File: src/source/trace_pkg.sv
//////////////////////////////////////////////////////////////////////
// shared sizes, enums and the retired record of the pipeline trace
// unit. modules import it inside their body and use scoped names in
// their port lists
//////////////////////////////////////////////////////////////////////

package trace_pkg;

    // pipeline geometry
    localparam int STAGES = 5;
    localparam int SEQ_W  = 16;
    localparam int SLOT_W = 3;
    localparam int XLEN   = 32;

    // stage lanes inside the tag bundle
    localparam int ST_FETCH  = 0;
    localparam int ST_DECODE = 1;
    localparam int ST_EXEC   = 2;
    localparam int ST_MEM    = 3;
    localparam int ST_WB     = 4;

    // record FIFO
    localparam int FIFO_DEPTH = 4;
    localparam int CNT_W      = 3;
    localparam int PTR_W      = $clog2(FIFO_DEPTH);

    typedef enum logic [1:0] {
        mem_none  = 2'd0,
        mem_load  = 2'd1,
        mem_store = 2'd2
    } mem_op_t;

    // register map of the bus port
    typedef enum logic [7:0] {
        reg_status = 8'h00,
        reg_seq    = 8'h04,
        reg_pc     = 8'h08,
        reg_instr  = 8'h0C,
        reg_result = 8'h10,
        reg_cycle  = 8'h14
    } reg_addr_t;

    typedef enum logic [1:0] {
        resp_okay   = 2'b00,
        resp_slverr = 2'b10
    } axi_resp_t;

    // one retired instruction
    typedef struct packed {
        logic [SEQ_W-1:0] seq;
        logic [XLEN-1:0]  pc;
        logic [XLEN-1:0]  instr;
        logic             flushed;
        logic [XLEN-1:0]  result;
        mem_op_t          mem_op;
        logic [4:0]       rd;
        logic [31:0]      cycle;
    } trace_rec_t;

endpackage

File: src/source/stage_tag_if.sv
//////////////////////////////////////////////////////////////////////
// valid bit and storage slot of each pipeline stage, plus the full
// sequence tag at write-back. driven by the tag pipeline
//////////////////////////////////////////////////////////////////////

`timescale 1ns/1ps

interface stage_tag_if;
    import trace_pkg::*;

    // lane i is stage i, fetch first
    logic [STAGES-1:0] valid;
    logic [SLOT_W-1:0] slot [STAGES];
    logic [SEQ_W-1:0]  wb_seq;

    modport src (output valid, output slot, output wb_seq);

    // fetch and decode writers, read back at write-back
    modport front (input valid, input slot);

    // execute and memory writers, read back at write-back
    modport back (input valid, input slot);

    modport retire (input valid, input wb_seq);

endinterface

File: src/source/trace_fifo_if.sv
//////////////////////////////////////////////////////////////////////
// record FIFO status and head toward the bus port, pop back from it.
// a pop on an empty FIFO has no effect
//////////////////////////////////////////////////////////////////////

`timescale 1ns/1ps

interface trace_fifo_if;
    import trace_pkg::*;

    trace_rec_t       head;
    logic [CNT_W-1:0] count;
    logic [15:0]      dropped;
    // single-cycle strobe
    logic             pop;

    modport fifo (output head, output count, output dropped, input pop);

    modport port (input head, input count, input dropped, output pop);

endinterface

File: src/source/tag_pipeline.sv
//////////////////////////////////////////////////////////////////////
// issues a sequence tag for every unstalled fetch and moves tag and
// valid one stage per clock, fetch through write-back
//////////////////////////////////////////////////////////////////////

`timescale 1ns/1ps

module tag_pipeline (
    input logic      clk,
    input logic      rst,
    input logic      stall,
    stage_tag_if.src tags
);
    import trace_pkg::*;

    logic [STAGES-1:0] valid_q;
    logic [SEQ_W-1:0]  fetch_seq;
    logic [SEQ_W-1:0]  seq_pipe [1:STAGES-1];

    ////////////////////////////////////////////////////////////////////
    // control
    ////////////////////////////////////////////////////////////////////

    // fetch lane valid when stall was low at the last edge,
    // every later lane shifts unconditionally so a stall is a bubble
    always_ff @(posedge clk) begin
        if (rst) begin
            valid_q   <= '0;
            fetch_seq <= '0;
        end else begin
            valid_q <= {valid_q[STAGES-2:0], ~stall};
            // next tag only after a fetch was taken
            if (valid_q[ST_FETCH]) begin
                fetch_seq <= fetch_seq + 1'b1;
            end
        end
    end

    // tags follow the valids
    always_ff @(posedge clk) begin
        seq_pipe[1] <= fetch_seq;
        for (int i = 2; i < STAGES; i++) begin
            seq_pipe[i] <= seq_pipe[i-1];
        end
    end

    ////////////////////////////////////////////////////////////////////
    // lane outputs
    ////////////////////////////////////////////////////////////////////

    assign tags.valid  = valid_q;
    assign tags.wb_seq = seq_pipe[ST_WB];

    // slot is the low tag bits
    always_comb begin
        tags.slot[ST_FETCH] = fetch_seq[SLOT_W-1:0];
        for (int i = 1; i < STAGES; i++) begin
            tags.slot[i] = seq_pipe[i][SLOT_W-1:0];
        end
    end

endmodule

File: src/source/front_capture.sv
//////////////////////////////////////////////////////////////////////
// front half of the trace. fetch PC, instruction word and flush flag
// stored under the tag slot, read back when the tag hits write-back
//////////////////////////////////////////////////////////////////////

`timescale 1ns/1ps

module front_capture (
    input  logic                       clk,
    input  logic                       rst,
    stage_tag_if.front                 tags,
    input  logic [trace_pkg::XLEN-1:0] fetch_pc,
    input  logic [trace_pkg::XLEN-1:0] decode_instr,
    input  logic                       decode_flush,
    output logic [trace_pkg::XLEN-1:0] pc_out,
    output logic [trace_pkg::XLEN-1:0] instr_out,
    output logic                       flushed_out
);
    import trace_pkg::*;

    // one entry per slot
    logic [XLEN-1:0]        pc_mem    [2**SLOT_W];
    logic [XLEN-1:0]        instr_mem [2**SLOT_W];
    logic [2**SLOT_W-1:0]   flush_mem;

    // sampled at the edge closing the valid cycle
    always_ff @(posedge clk) begin
        if (tags.valid[ST_FETCH]) begin
            pc_mem[tags.slot[ST_FETCH]] <= fetch_pc;
        end
        if (tags.valid[ST_DECODE]) begin
            instr_mem[tags.slot[ST_DECODE]] <= decode_instr;
        end
    end

    // flush flags start clear
    always_ff @(posedge clk) begin
        if (rst) begin
            flush_mem <= '0;
        end else if (tags.valid[ST_DECODE]) begin
            flush_mem[tags.slot[ST_DECODE]] <= decode_flush;
        end
    end

    // write-back readout, same cycle
    assign pc_out      = pc_mem[tags.slot[ST_WB]];
    assign instr_out   = instr_mem[tags.slot[ST_WB]];
    assign flushed_out = flush_mem[tags.slot[ST_WB]];

endmodule

File: src/source/back_capture.sv
//////////////////////////////////////////////////////////////////////
// back half of the trace. execute result and memory operation kind
// stored under the tag slot, read back at write-back. the destination
// register is taken at write-back itself by the retire block
//////////////////////////////////////////////////////////////////////

`timescale 1ns/1ps

module back_capture (
    input  logic                       clk,
    input  logic                       rst,
    stage_tag_if.back                  tags,
    input  logic [trace_pkg::XLEN-1:0] execute_result,
    input  trace_pkg::mem_op_t         mem_op,
    output logic [trace_pkg::XLEN-1:0] result_out,
    output trace_pkg::mem_op_t         mem_op_out
);
    import trace_pkg::*;

    logic [XLEN-1:0] result_mem [2**SLOT_W];
    mem_op_t         memop_mem  [2**SLOT_W];

    // result lands one stage before the memory kind
    always_ff @(posedge clk) begin
        if (tags.valid[ST_EXEC]) begin
            result_mem[tags.slot[ST_EXEC]] <= execute_result;
        end
    end

    // memory kind, no access after reset
    always_ff @(posedge clk) begin
        if (rst) begin
            for (int i = 0; i < 2**SLOT_W; i++) begin
                memop_mem[i] <= mem_none;
            end
        end else if (tags.valid[ST_MEM]) begin
            memop_mem[tags.slot[ST_MEM]] <= mem_op;
        end
    end

    assign result_out = result_mem[tags.slot[ST_WB]];
    assign mem_op_out = memop_mem[tags.slot[ST_WB]];

endmodule

File: src/source/retire_assembler.sv
//////////////////////////////////////////////////////////////////////
// builds the retired record in the write-back cycle from both
// captures, stamps the cycle count and queues it in the record FIFO.
// records that find the FIFO full are counted as dropped
//////////////////////////////////////////////////////////////////////

`timescale 1ns/1ps

module retire_assembler (
    input  logic                       clk,
    input  logic                       rst,
    stage_tag_if.retire                tags,
    input  logic [trace_pkg::XLEN-1:0] pc,
    input  logic [trace_pkg::XLEN-1:0] instr,
    input  logic                       flushed,
    input  logic [trace_pkg::XLEN-1:0] result,
    input  trace_pkg::mem_op_t         mem_op,
    input  logic [4:0]                 wb_rd,
    trace_fifo_if.fifo                 fifo
);
    import trace_pkg::*;

    logic [31:0]      cycle_q;
    trace_rec_t       rec;
    trace_rec_t       rec_mem [FIFO_DEPTH];
    logic [PTR_W-1:0] wr_ptr;
    logic [PTR_W-1:0] rd_ptr;
    logic [CNT_W-1:0] count;
    logic [15:0]      dropped;
    logic             full;
    logic             push;
    logic             pop_ok;

    // free-running retire clock
    always_ff @(posedge clk) begin
        if (rst) begin
            cycle_q <= '0;
        end else begin
            cycle_q <= cycle_q + 1'b1;
        end
    end

    // record of the tag now in write-back
    always_comb begin
        rec.seq     = tags.wb_seq;
        rec.pc      = pc;
        rec.instr   = instr;
        rec.flushed = flushed;
        rec.result  = result;
        rec.mem_op  = mem_op;
        rec.rd      = wb_rd;
        rec.cycle   = cycle_q;
    end

    ////////////////////////////////////////////////////////////////////
    // record FIFO
    ////////////////////////////////////////////////////////////////////

    assign full   = (count == CNT_W'(FIFO_DEPTH));
    assign push   = tags.valid[ST_WB] && !full;
    assign pop_ok = fifo.pop && (count != '0);

    always_ff @(posedge clk) begin
        if (push) begin
            rec_mem[wr_ptr] <= rec;
        end
    end

    // pointers wrap on their own, depth is a power of two
    always_ff @(posedge clk) begin
        if (rst) begin
            wr_ptr  <= '0;
            rd_ptr  <= '0;
            count   <= '0;
            dropped <= '0;
        end else begin
            if (push) begin
                wr_ptr <= wr_ptr + 1'b1;
            end
            if (pop_ok) begin
                rd_ptr <= rd_ptr + 1'b1;
            end
            count <= count + CNT_W'(push) - CNT_W'(pop_ok);
            // full FIFO loses the record, counter sticks at max
            if (tags.valid[ST_WB] && full && dropped != 16'hFFFF) begin
                dropped <= dropped + 1'b1;
            end
        end
    end

    assign fifo.head    = rec_mem[rd_ptr];
    assign fifo.count   = count;
    assign fifo.dropped = dropped;

endmodule

File: src/source/axil_trace_port.sv
//////////////////////////////////////////////////////////////////////
// AXI4-Lite slave for the trace FIFO. reads return status or a field
// of the head record, a write to the status register pops the head.
// one transaction per channel at a time
//////////////////////////////////////////////////////////////////////

`timescale 1ns/1ps

module axil_trace_port (
    input  logic                       clk,
    input  logic                       rst,
    // write address and data
    input  logic [7:0]                 awaddr,
    input  logic                       awvalid,
    output logic                       awready,
    input  logic [trace_pkg::XLEN-1:0] wdata,
    input  logic                       wvalid,
    output logic                       wready,
    // write response
    output trace_pkg::axi_resp_t       bresp,
    output logic                       bvalid,
    input  logic                       bready,
    // read address
    input  logic [7:0]                 araddr,
    input  logic                       arvalid,
    output logic                       arready,
    // read data
    output logic [trace_pkg::XLEN-1:0] rdata,
    output trace_pkg::axi_resp_t       rresp,
    output logic                       rvalid,
    input  logic                       rready,
    trace_fifo_if.port                 fifo
);
    import trace_pkg::*;

    logic            wr_hs;
    logic            rd_hs;
    trace_rec_t      head;
    logic [XLEN-1:0] rd_word;
    axi_resp_t       rd_resp;

    function automatic logic addr_mapped(input logic [7:0] addr);
        case (addr)
            reg_status, reg_seq, reg_pc, reg_instr, reg_result, reg_cycle: return 1'b1;
            default: return 1'b0;
        endcase
    endfunction

    ////////////////////////////////////////////////////////////////////
    // write channel
    ////////////////////////////////////////////////////////////////////

    // address and data taken together, never while a response waits
    assign wr_hs   = awvalid && wvalid && !bvalid;
    assign awready = wr_hs;
    assign wready  = wr_hs;

    // data word is don't-care, every status write pops
    assign fifo.pop = wr_hs && (awaddr == reg_status);

    always_ff @(posedge clk) begin
        if (rst) begin
            bvalid <= 1'b0;
            bresp  <= resp_okay;
        end else if (wr_hs) begin
            bvalid <= 1'b1;
            bresp  <= addr_mapped(awaddr) ? resp_okay : resp_slverr;
        end else if (bready) begin
            bvalid <= 1'b0;
        end
    end

    ////////////////////////////////////////////////////////////////////
    // read channel
    ////////////////////////////////////////////////////////////////////

    assign arready = !rvalid;
    assign rd_hs   = arvalid && arready;

    // empty FIFO shows an all-zero record
    always_comb begin
        head    = (fifo.count == '0) ? '0 : fifo.head;
        rd_word = '0;
        rd_resp = resp_okay;
        case (araddr)
            reg_status: rd_word = {fifo.dropped, {(16-CNT_W){1'b0}}, fifo.count};
            reg_seq:    rd_word = {3'd0, head.rd, 5'd0, head.mem_op, head.flushed, head.seq};
            reg_pc:     rd_word = head.pc;
            reg_instr:  rd_word = head.instr;
            reg_result: rd_word = head.result;
            reg_cycle:  rd_word = head.cycle;
            default:    rd_resp = resp_slverr;
        endcase
    end

    always_ff @(posedge clk) begin
        if (rst) begin
            rvalid <= 1'b0;
        end else if (rd_hs) begin
            rvalid <= 1'b1;
        end else if (rready) begin
            rvalid <= 1'b0;
        end
    end

    // read payload, held while rvalid waits
    always_ff @(posedge clk) begin
        if (rd_hs) begin
            rdata <= rd_word;
            rresp <= rd_resp;
        end
    end

endmodule

File: src/source/pipe_trace_top.sv
//////////////////////////////////////////////////////////////////////
// top of the pipeline trace unit. CPU stage observations in, retired
// records out over AXI4-Lite. fetch_take marks the cycle in which the
// CPU side must present fetch_pc
//////////////////////////////////////////////////////////////////////

`timescale 1ns/1ps

module pipe_trace_top (
    input  logic                       clk,
    input  logic                       rst,
    // CPU side
    input  logic                       stall,
    output logic                       fetch_take,
    input  logic [trace_pkg::XLEN-1:0] fetch_pc,
    input  logic [trace_pkg::XLEN-1:0] decode_instr,
    input  logic                       decode_flush,
    input  logic [trace_pkg::XLEN-1:0] execute_result,
    input  trace_pkg::mem_op_t         mem_op,
    input  logic [4:0]                 wb_rd,
    // AXI4-Lite slave
    input  logic [7:0]                 awaddr,
    input  logic                       awvalid,
    output logic                       awready,
    input  logic [trace_pkg::XLEN-1:0] wdata,
    input  logic                       wvalid,
    output logic                       wready,
    output trace_pkg::axi_resp_t       bresp,
    output logic                       bvalid,
    input  logic                       bready,
    input  logic [7:0]                 araddr,
    input  logic                       arvalid,
    output logic                       arready,
    output logic [trace_pkg::XLEN-1:0] rdata,
    output trace_pkg::axi_resp_t       rresp,
    output logic                       rvalid,
    input  logic                       rready
);
    import trace_pkg::*;

    stage_tag_if  tags ();
    trace_fifo_if trace_q ();

    // write-back readouts of the two captures
    logic [XLEN-1:0] wb_pc;
    logic [XLEN-1:0] wb_instr;
    logic            wb_flushed;
    logic [XLEN-1:0] wb_result;
    mem_op_t         wb_mem_op;

    assign fetch_take = tags.valid[ST_FETCH];

    tag_pipeline u_tags (
        .clk   (clk),
        .rst   (rst),
        .stall (stall),
        .tags  (tags.src)
    );

    front_capture u_front (
        .clk          (clk),
        .rst          (rst),
        .tags         (tags.front),
        .fetch_pc     (fetch_pc),
        .decode_instr (decode_instr),
        .decode_flush (decode_flush),
        .pc_out       (wb_pc),
        .instr_out    (wb_instr),
        .flushed_out  (wb_flushed)
    );

    back_capture u_back (
        .clk            (clk),
        .rst            (rst),
        .tags           (tags.back),
        .execute_result (execute_result),
        .mem_op         (mem_op),
        .result_out     (wb_result),
        .mem_op_out     (wb_mem_op)
    );

    // rd goes in directly, it is observed at write-back
    retire_assembler u_retire (
        .clk     (clk),
        .rst     (rst),
        .tags    (tags.retire),
        .pc      (wb_pc),
        .instr   (wb_instr),
        .flushed (wb_flushed),
        .result  (wb_result),
        .mem_op  (wb_mem_op),
        .wb_rd   (wb_rd),
        .fifo    (trace_q.fifo)
    );

    axil_trace_port u_axil (
        .clk     (clk),
        .rst     (rst),
        .awaddr  (awaddr),
        .awvalid (awvalid),
        .awready (awready),
        .wdata   (wdata),
        .wvalid  (wvalid),
        .wready  (wready),
        .bresp   (bresp),
        .bvalid  (bvalid),
        .bready  (bready),
        .araddr  (araddr),
        .arvalid (arvalid),
        .arready (arready),
        .rdata   (rdata),
        .rresp   (rresp),
        .rvalid  (rvalid),
        .rready  (rready),
        .fifo    (trace_q.port)
    );

endmodule

File: config.mk
export PLATFORM = sky130hd
export DESIGN_NAME = pipe_trace_top
export DESIGN_NICKNAME = d
export VERILOG_FILES = /design/src/source/trace_pkg.sv /design/src/source/stage_tag_if.sv /design/src/source/trace_fifo_if.sv /design/src/source/tag_pipeline.sv /design/src/source/front_capture.sv /design/src/source/back_capture.sv /design/src/source/retire_assembler.sv /design/src/source/axil_trace_port.sv /design/src/source/pipe_trace_top.sv
export SDC_FILE = /design/constraint.sdc
export NUM_CORES = 1
export LEC_CHECK = 0
export ABC_AREA = 0
export BUFFER_PORTS_ARGS = -buffer_cell sky130_fd_sc_hd__buf_2
export CORE_MARGIN = 3
export CORE_UTILIZATION = 65
export DETAILED_ROUTE_END_ITERATION = 16
export HOLD_SLACK_MARGIN = 0.15
export PLACE_DENSITY = 0.83
export SLEW_MARGIN = 30
export SYNTH_ARGS = -nofsm -noshare
export SYNTH_HDL_FRONTEND = slang
export SYNTH_SLANG_ARGS = --single-unit
File: constraint.sdc
create_clock -name clk -period 9.09 [get_ports clk]
set_clock_uncertainty 0.15 [all_clocks]
set_input_delay 1.818 -clock clk [delete_from_list [all_inputs] [get_ports clk]]
set_output_delay 1.818 -clock clk [all_outputs]
set_load 0.005 [all_outputs]
# After elaboration in Yosys (flattened, before gate mapping)
# Memories as Yosys holds them, arrays and structs flattened. A register that Yosys moved wholly into a read port is not among the register bits.
# Cells that the tools add are included.
dict set report word_totals {
  regBits 122
  ramBits 1456
  inputBits 160
  out_inout_bits 42
  wordCells 97
  n_memories 6
}
# memory depth width read_ports rd_ports_with_merged_regs wr line_no
set memory_table {}
lappend memory_table {u_retire.rec_mem 4 152 1 1 1 retire_assembler.sv:25} ;# trace_rec_t rec_mem [FIFO_DEPTH];
lappend memory_table {u_back.result_mem 8 32 1 0 1 back_capture.sv:20} ;# logic [XLEN-1:0] result_mem [2**SLOT_W];
lappend memory_table {u_front.instr_mem 8 32 1 0 1 front_capture.sv:23} ;# logic [XLEN-1:0] instr_mem [2**SLOT_W];
lappend memory_table {u_front.pc_mem 8 32 1 0 1 front_capture.sv:22} ;# logic [XLEN-1:0] pc_mem [2**SLOT_W];
lappend memory_table {u_tags.seq_pipe 4 16 4 0 4 tag_pipeline.sv:18} ;# logic [SEQ_W-1:0] seq_pipe [1:STAGES-1];
lappend memory_table {u_back.memop_mem 8 2 1 0 8 back_capture.sv:21} ;# mem_op_t memop_mem [2**SLOT_W];
dict set report classes {
  addsub 7
  order_cmp 3
  n_eq_ne 12
  n_mux 34
  bitwise_logic 1
  n_reduce_logical 21
}
# operator count
set op_table {}
lappend op_table {{$pmux 32 s6} 1}
lappend op_table {{$mux 152} 1}
lappend op_table {{$add 16x1->16 const B} 2}
lappend op_table {{$add 32x1->32 const B} 1}
lappend op_table {{$eq 8x4->1 const B} 4}
lappend op_table {{$eq 8x5->1 const B} 4}
lappend op_table {{$mux 1} 23}
lappend op_table {{$eq 8x3->1 const B} 2}
lappend op_table {{$logic_not 8->1} 2}
lappend op_table {{$ne 16x16->1 const B} 1}
lappend op_table {{$reduce_or 6->1} 2}
lappend op_table {{$mux 2} 5}
lappend op_table {{$logic_and 1x1->1} 9}
lappend op_table {{$bwmux 8} 1}
lappend op_table {{$lt 3x4->1 const B} 2}
lappend op_table {{$add 2x1->2 const B} 2}
lappend op_table {{$reduce_bool 2->1} 2}
lappend op_table {{$add 3x1->3} 1}
lappend op_table {{$bmux 1 s3} 1}
lappend op_table {{$demux 1 s3} 1}
lappend op_table {{$eq 3x3->1 const B} 1}
lappend op_table {{$ge 3x1->1 const B} 1}
lappend op_table {{$logic_not 1->1} 3}
lappend op_table {{$logic_not 3->1} 1}
lappend op_table {{5 further kinds} 5}

# Logic depth before layout (Yosys ltp)
dict set report depth {
  ltp_word 6
  mapped_depth 11
  depth_no_buf 11
}

# Hierarchy
# A second synthesis with hierarchy kept.
dict set report hier_totals {
  cells_unflattened 2798
  hier_area_um2 59881.2
}
# module n_inst cells_per_inst area_each_um2
set by_module_without_submodules {}
lappend by_module_without_submodules {retire_assembler 1 1123 24614.9}
lappend by_module_without_submodules {front_capture 1 794 19696.4}
lappend by_module_without_submodules {back_capture 1 443 10590.2}
lappend by_module_without_submodules {axil_trace_port 1 249 2597.5}
lappend by_module_without_submodules {tag_pipeline 1 189 2382.3}

# Worst setup path after synthesis
# OpenSTA, ideal clock, no wires.
dict set report synth_timing {
  path_type {register -> register}
  from {register u_retire.count[1], in the netlist u_retire.fifo.count[1]}
  to {memory u_retire.rec_mem[0][0] in the netlist's numbering (enable)}
  setup_ns 0.530
  arrival_time_ns 4.411
  required_ns 8.410
  setup_slack_ns 3.999
  stages_incl_launch_ff 4
  n_path_buf 0
  path_cell_list {dfxtp_1 nor2_1 a21boi_1 and2_1}
}
dict set report synth_via {
  elab_chain_len 5
}
# element line_no
set synth_rtl {}
lappend synth_rtl {{start, declared} retire_assembler.sv:28} ;# logic [CNT_W-1:0] count;
lappend synth_rtl {{start signal, assigned} retire_assembler.sv:83} ;# count <= count + CNT_W'(push) - CNT_W'(pop_ok);
lappend synth_rtl {{$eq 3x3->1} retire_assembler.sv:59} ;# assign full = (count == CNT_W'(FIFO_DEPTH));
lappend synth_rtl {{$logic_not 1->1} retire_assembler.sv:60} ;# assign push = tags.valid[ST_WB] && !full;
lappend synth_rtl {{$logic_and 1x1->1} retire_assembler.sv:60}
lappend synth_rtl {{net u_retire.push} retire_assembler.sv:31} ;# logic push;
lappend synth_rtl {{$mux 1} retire_assembler.sv:64} ;# if (push) begin
lappend synth_rtl {{$mux 1 (implied by the code)} retire_assembler.sv:65} ;# rec_mem[wr_ptr] <= rec;
lappend synth_rtl {{end, declared} retire_assembler.sv:25}
# The timed path passes the listed nets, and every way through them passes these cells.

# Worst setup path in the final report
dict set report layout_timing {
  from {input port awvalid}
  to {output port wready}
}
dict set report layout_via {
  elab_chain_len 2
}
# element line_no
set layout_rtl {}
lappend layout_rtl {{start, declared} pipe_trace_top.sv:23} ;# input logic awvalid,
lappend layout_rtl {{$logic_and 1x1->1 (2 in a row)} axil_trace_port.sv:54} ;# assign wr_hs = awvalid && wvalid && !bvalid;
lappend layout_rtl {{end, declared} pipe_trace_top.sv:27} ;# output logic wready,
# No other way between the ends.

==> run_results.csv <==
group,metric,value,unit
logic_synthesis,ys_ff_latch,1578,
global_routing,grt_pass1_vias,31000,
power_and_ir_drop,clkPwrFrac,42.9,%
critical_path,crit_type,"input port to output port",
critical_path,worstRegToRegCells,4,
power_and_ir_drop,p_sw_share,20.2,%
power_and_ir_drop,intPower,11.7,mW
min_path,hp-class,"register to register",
die,rows,110,
logic_synthesis,synth-simple-area-share,2.81,%
run_status,status,"finished, final reports clean",
cts,cts_buffer_depth,3,
timing,hold_viol,0,
final_layout,area_delta_synth_final,12.4,%
final_layout,num-nets-final,3160,
logic_synthesis,synthCells,2762,
die,die_y,308,um
power_and_ir_drop,p_sw,2.97,mW
logic_synthesis,synth_commonest_cells,"1425 x edfxtp_1, 350 x mux4_2, 153 x dfxtp_1, 116 x mux2_2, 87 x nor2_1",
power_and_ir_drop,sequentialPowerShare,54.2,%
logic_synthesis,async_flop_share,0,%
timing,tightest_slew,1.02,ns
timing,finalCritPeriodShare,46.9,%
cts,cts_hold_buffers,0,
final_layout,drive_gt1_share,30.9,%
min_path,min_from,"u_tags.seq_pipe[0][56]$_DFF_P_",
power_and_ir_drop,cellLeakagePower,20.8,nW
logic_synthesis,synth.distinct_cells,58,
min_path,whs_path_depth,0,
cts,clock-root-buffer,"clkbuf_16",
logic_synthesis,synth_top_area_share,72.2,%
logic_synthesis,yosys-top-cells-area,"edfxtp_1 72%, mux4_2 13%, dfxtp_1 5.2%",
logic_synthesis,yosysMostFrequentCell,"edfxtp_1",
die,core-area,90300,um^2
critical_path,crit_required,7.12,ns
cts,cts_resized,0,
cts,cts_max_level,4,
die,io_pins,202,
timing,period_minus_slack,4.26,ns
cts,cts_setup_buffers,0,
final_layout,regArea,45900,um^2
final_layout,fillerInstances,4524,
power_and_ir_drop,pwr_density_cell,221,nW/um^2
logic_synthesis,synth_top_flop_cell,"edfxtp_1",
logic_synthesis,synth_fa_ha_area_share,0.224,%
power_and_ir_drop,ir_drop,197,uV
final_layout,stdcell_count,4305,
drt,post_drt_via_cell_ratio,7.09,
critical_path,cp.arrival,2.29,ns
global_routing,overflow,0,
logic_synthesis,postSynthAreaPerCell,21.5,um^2
cts,cts_buffers,147,
logic_synthesis,ys_warn_count,0,
min_path,hold_end,"u_tags.seq_pipe[0][72]$_DFF_P_",
timing,fmax,235,MHz
critical_path,critical_path.startpoint_type,"input port",
logic_synthesis,synth_top_area_cell,"edfxtp_1",
logic_synthesis,muxShareOfSynthArea,15.6,%
critical_path,crit_path_end_kind,"output port",
global_routing,grt_usage,31.4,%
drt,detail_route.wl_per_cell,33.7,um
drt,drc,0,
critical_path,r2r_slack,5.31,ns
drt,first_pass_iters,9,
critical_path,rr_endpoint,"u_axil.rdata[19]$_SDFFCE_PN0P_",
power_and_ir_drop,comb_power_share,2.8,%
global_routing,grt_first_pass_wirelength,214000,um
drt,num_vias,30500,
logic_synthesis,synth_seq_area_share,77.4,%
timing,finalSetupViolCount,0,
cts,clk-insertion-delay-late,0.75,ns
logic_synthesis,synth_area,59300,um^2
placed_design,dp_hpwl,75400,um
global_routing,antenna_found_initial,21,
drt,first_iter_violations,4339,
drt,wl,145000,um
timing,drv_slew,0,
die,start_util,65.7,%
placed_design,place.gp.congestion,0.853,
power_and_ir_drop,totalPowerFinal,14.7,mW
die,dieWidth,308,um
drt,ant_nets,0,
timing,setup_tns,0,ns
critical_path,worstPathMaxFanout,5,
final_layout,multiInputGateArea,12900,um^2
timing,slew_headroom,32.3,%
global_routing,grt_max_degree,84,
cts,cts.reportedPaths.clkPinSlew,0.07,ns
placed_design,port_buffers,167,
flow_run,maxCapViolCount,0,
logic_synthesis,synthXorXnorAreaFrac,0.310,%
logic_synthesis,synth_top_family_by_area,"multiplexers",
logic_synthesis,synth_compound_area_share,2.47,%
die,die-area,94900,um^2
cts,cts_sinks,1578,
placed_design,placed_cells,4016,
cts,cts_tree,"built",
timing,rsz0062_at_grt,"false",
logic_synthesis,synth_edf_count,1425,
==> cell usage in the layout (no fill, tap or decap), types with 10 or more instances in the layout <==
cell,Yosys,routed
clkinv_1,0,15
mux4_2,350,350
nor4_1,13,13
clkbuf_1,65,32
buf_4,17,40
or4_1,17,17
a22o_1,22,22
nand2b_1,16,16
o21ai_0,36,36
edfxtp_1,1425,1425
a22oi_1,55,55
or3_1,11,11
buf_2,44,166
clkinv_2,0,24
buf_6,3,10
nor2_4,0,17
inv_1,18,18
bufinv_16,0,14
nor2_1,87,70
diode_2,0,15
clkbuf_8,0,11
nand4_1,15,15
nor2b_1,28,27
a21oi_1,34,34
xor2_1,15,15
o31ai_1,16,16
mux2_2,116,116
nand3_1,22,22
dfxtp_1,153,148
nand2_1,50,50
clkbuf_16,0,155
==> how the worst max path moves through the flow <==
stage                                            startpoint                           endpoint  slack [ns]  cells after the start
after CTS                                           awvalid                            awready        4.83                      4
final                                               awvalid                             wready        4.83                      4
after global placement                            awaddr[1]  u_retire.fifo.count[2]$_SDFF_PP0_        4.58                     12
after global routing                                awvalid                            awready        4.76                      4
after floorplan           u_retire.fifo.count[1]$_SDFF_PP0_   u_retire.rec_mem[0][0]$_DFFE_PP_        4.00                      3
after detailed placement                          awaddr[1]  u_retire.fifo.count[2]$_SDFF_PP0_        4.56                     12
==> power by group through the flow <==
stage               Clock (mW)  Combinational [mW]  Sequential [mW]
floorplan                    0               0.233             8.11
global placement             0               0.366             8.12
detailed placement           0               0.392             8.13
CTS                       6.36               0.410             7.97
global route              6.63               0.442             7.97
finish                    6.32               0.416             7.98
==> metrics by stage <==
| step | hold slack, ns | setup WS (ns) | util (%) | area (um^2) |
|---|---|---|---|---|
| 5_1_grt | 0.175 | 4.76 | 73.8 | 66600 |
| 3_5_place_dp | 0.163 | 4.56 | 68.2 | 61600 |
| 4_1_cts | 0.171 | 4.83 | 73.7 | 66500 |
| 3_3_place_gp | 0.160 | 4.58 | 68.2 | 61500 |
| 6_report | 0.172 | 4.83 | 73.8 | 66600 |
| 2_1_floorplan | 0.160 | 4.00 | - | 59300 |
==> flip-flops by register name (all words and copies together), names as in the netlist, 2 cells and up, named ones only <==
signal	cells
u_retire.rec_mem	608
u_front.pc_mem	256
u_tags.fetch_seq	16
u_back.result_mem	256
u_back.memop_mem	16
u_axil.rdata	32
u_tags.tags.valid	5
u_retire.rd_ptr	2
u_retire.fifo.count	3
u_front.flush_mem	8
u_retire.cycle_q	32
u_retire.fifo.dropped	16
u_retire.wr_ptr	2
u_tags.seq_pipe	64
u_front.instr_mem	256
==> kinds of logic after synthesis <==
group,after synthesis
multiplexers,471
buffers and inverters,159
other,1
AO/OA/AOI/OAI,209
XOR/XNOR,21
adder cells (fa/ha/maj),10
AND/OR/NAND/NOR,313
flip-flops,1578
==> critical path, cell delays in order <==
cell	delay, ns
buf_2	0.10
nand3b_1	0.15
inv_1	0.09
buf_2	0.13
==> layout make-up <==
type                       instances  share of cell area, %
antenna                           15                 0.0563
clock buffer                     198                   6.23
clock inverter                    75                   1.22
inverter                          18                  0.101
multi-input combinational       1026                   19.4
sequential                      1578                   68.8
tap                             1176                   2.21
timing repair buffer             219                   1.98
==> layer usage <==
metal | global-route usage, % | share of wire (%)
met5 | 0 | 0.048
met4 | 14.3 | 5.2
met2 | 50.2 | 49
met3 | 6.88 | 10
met1 | 42.5 | 35
Power figures use the tool's default switching activity.
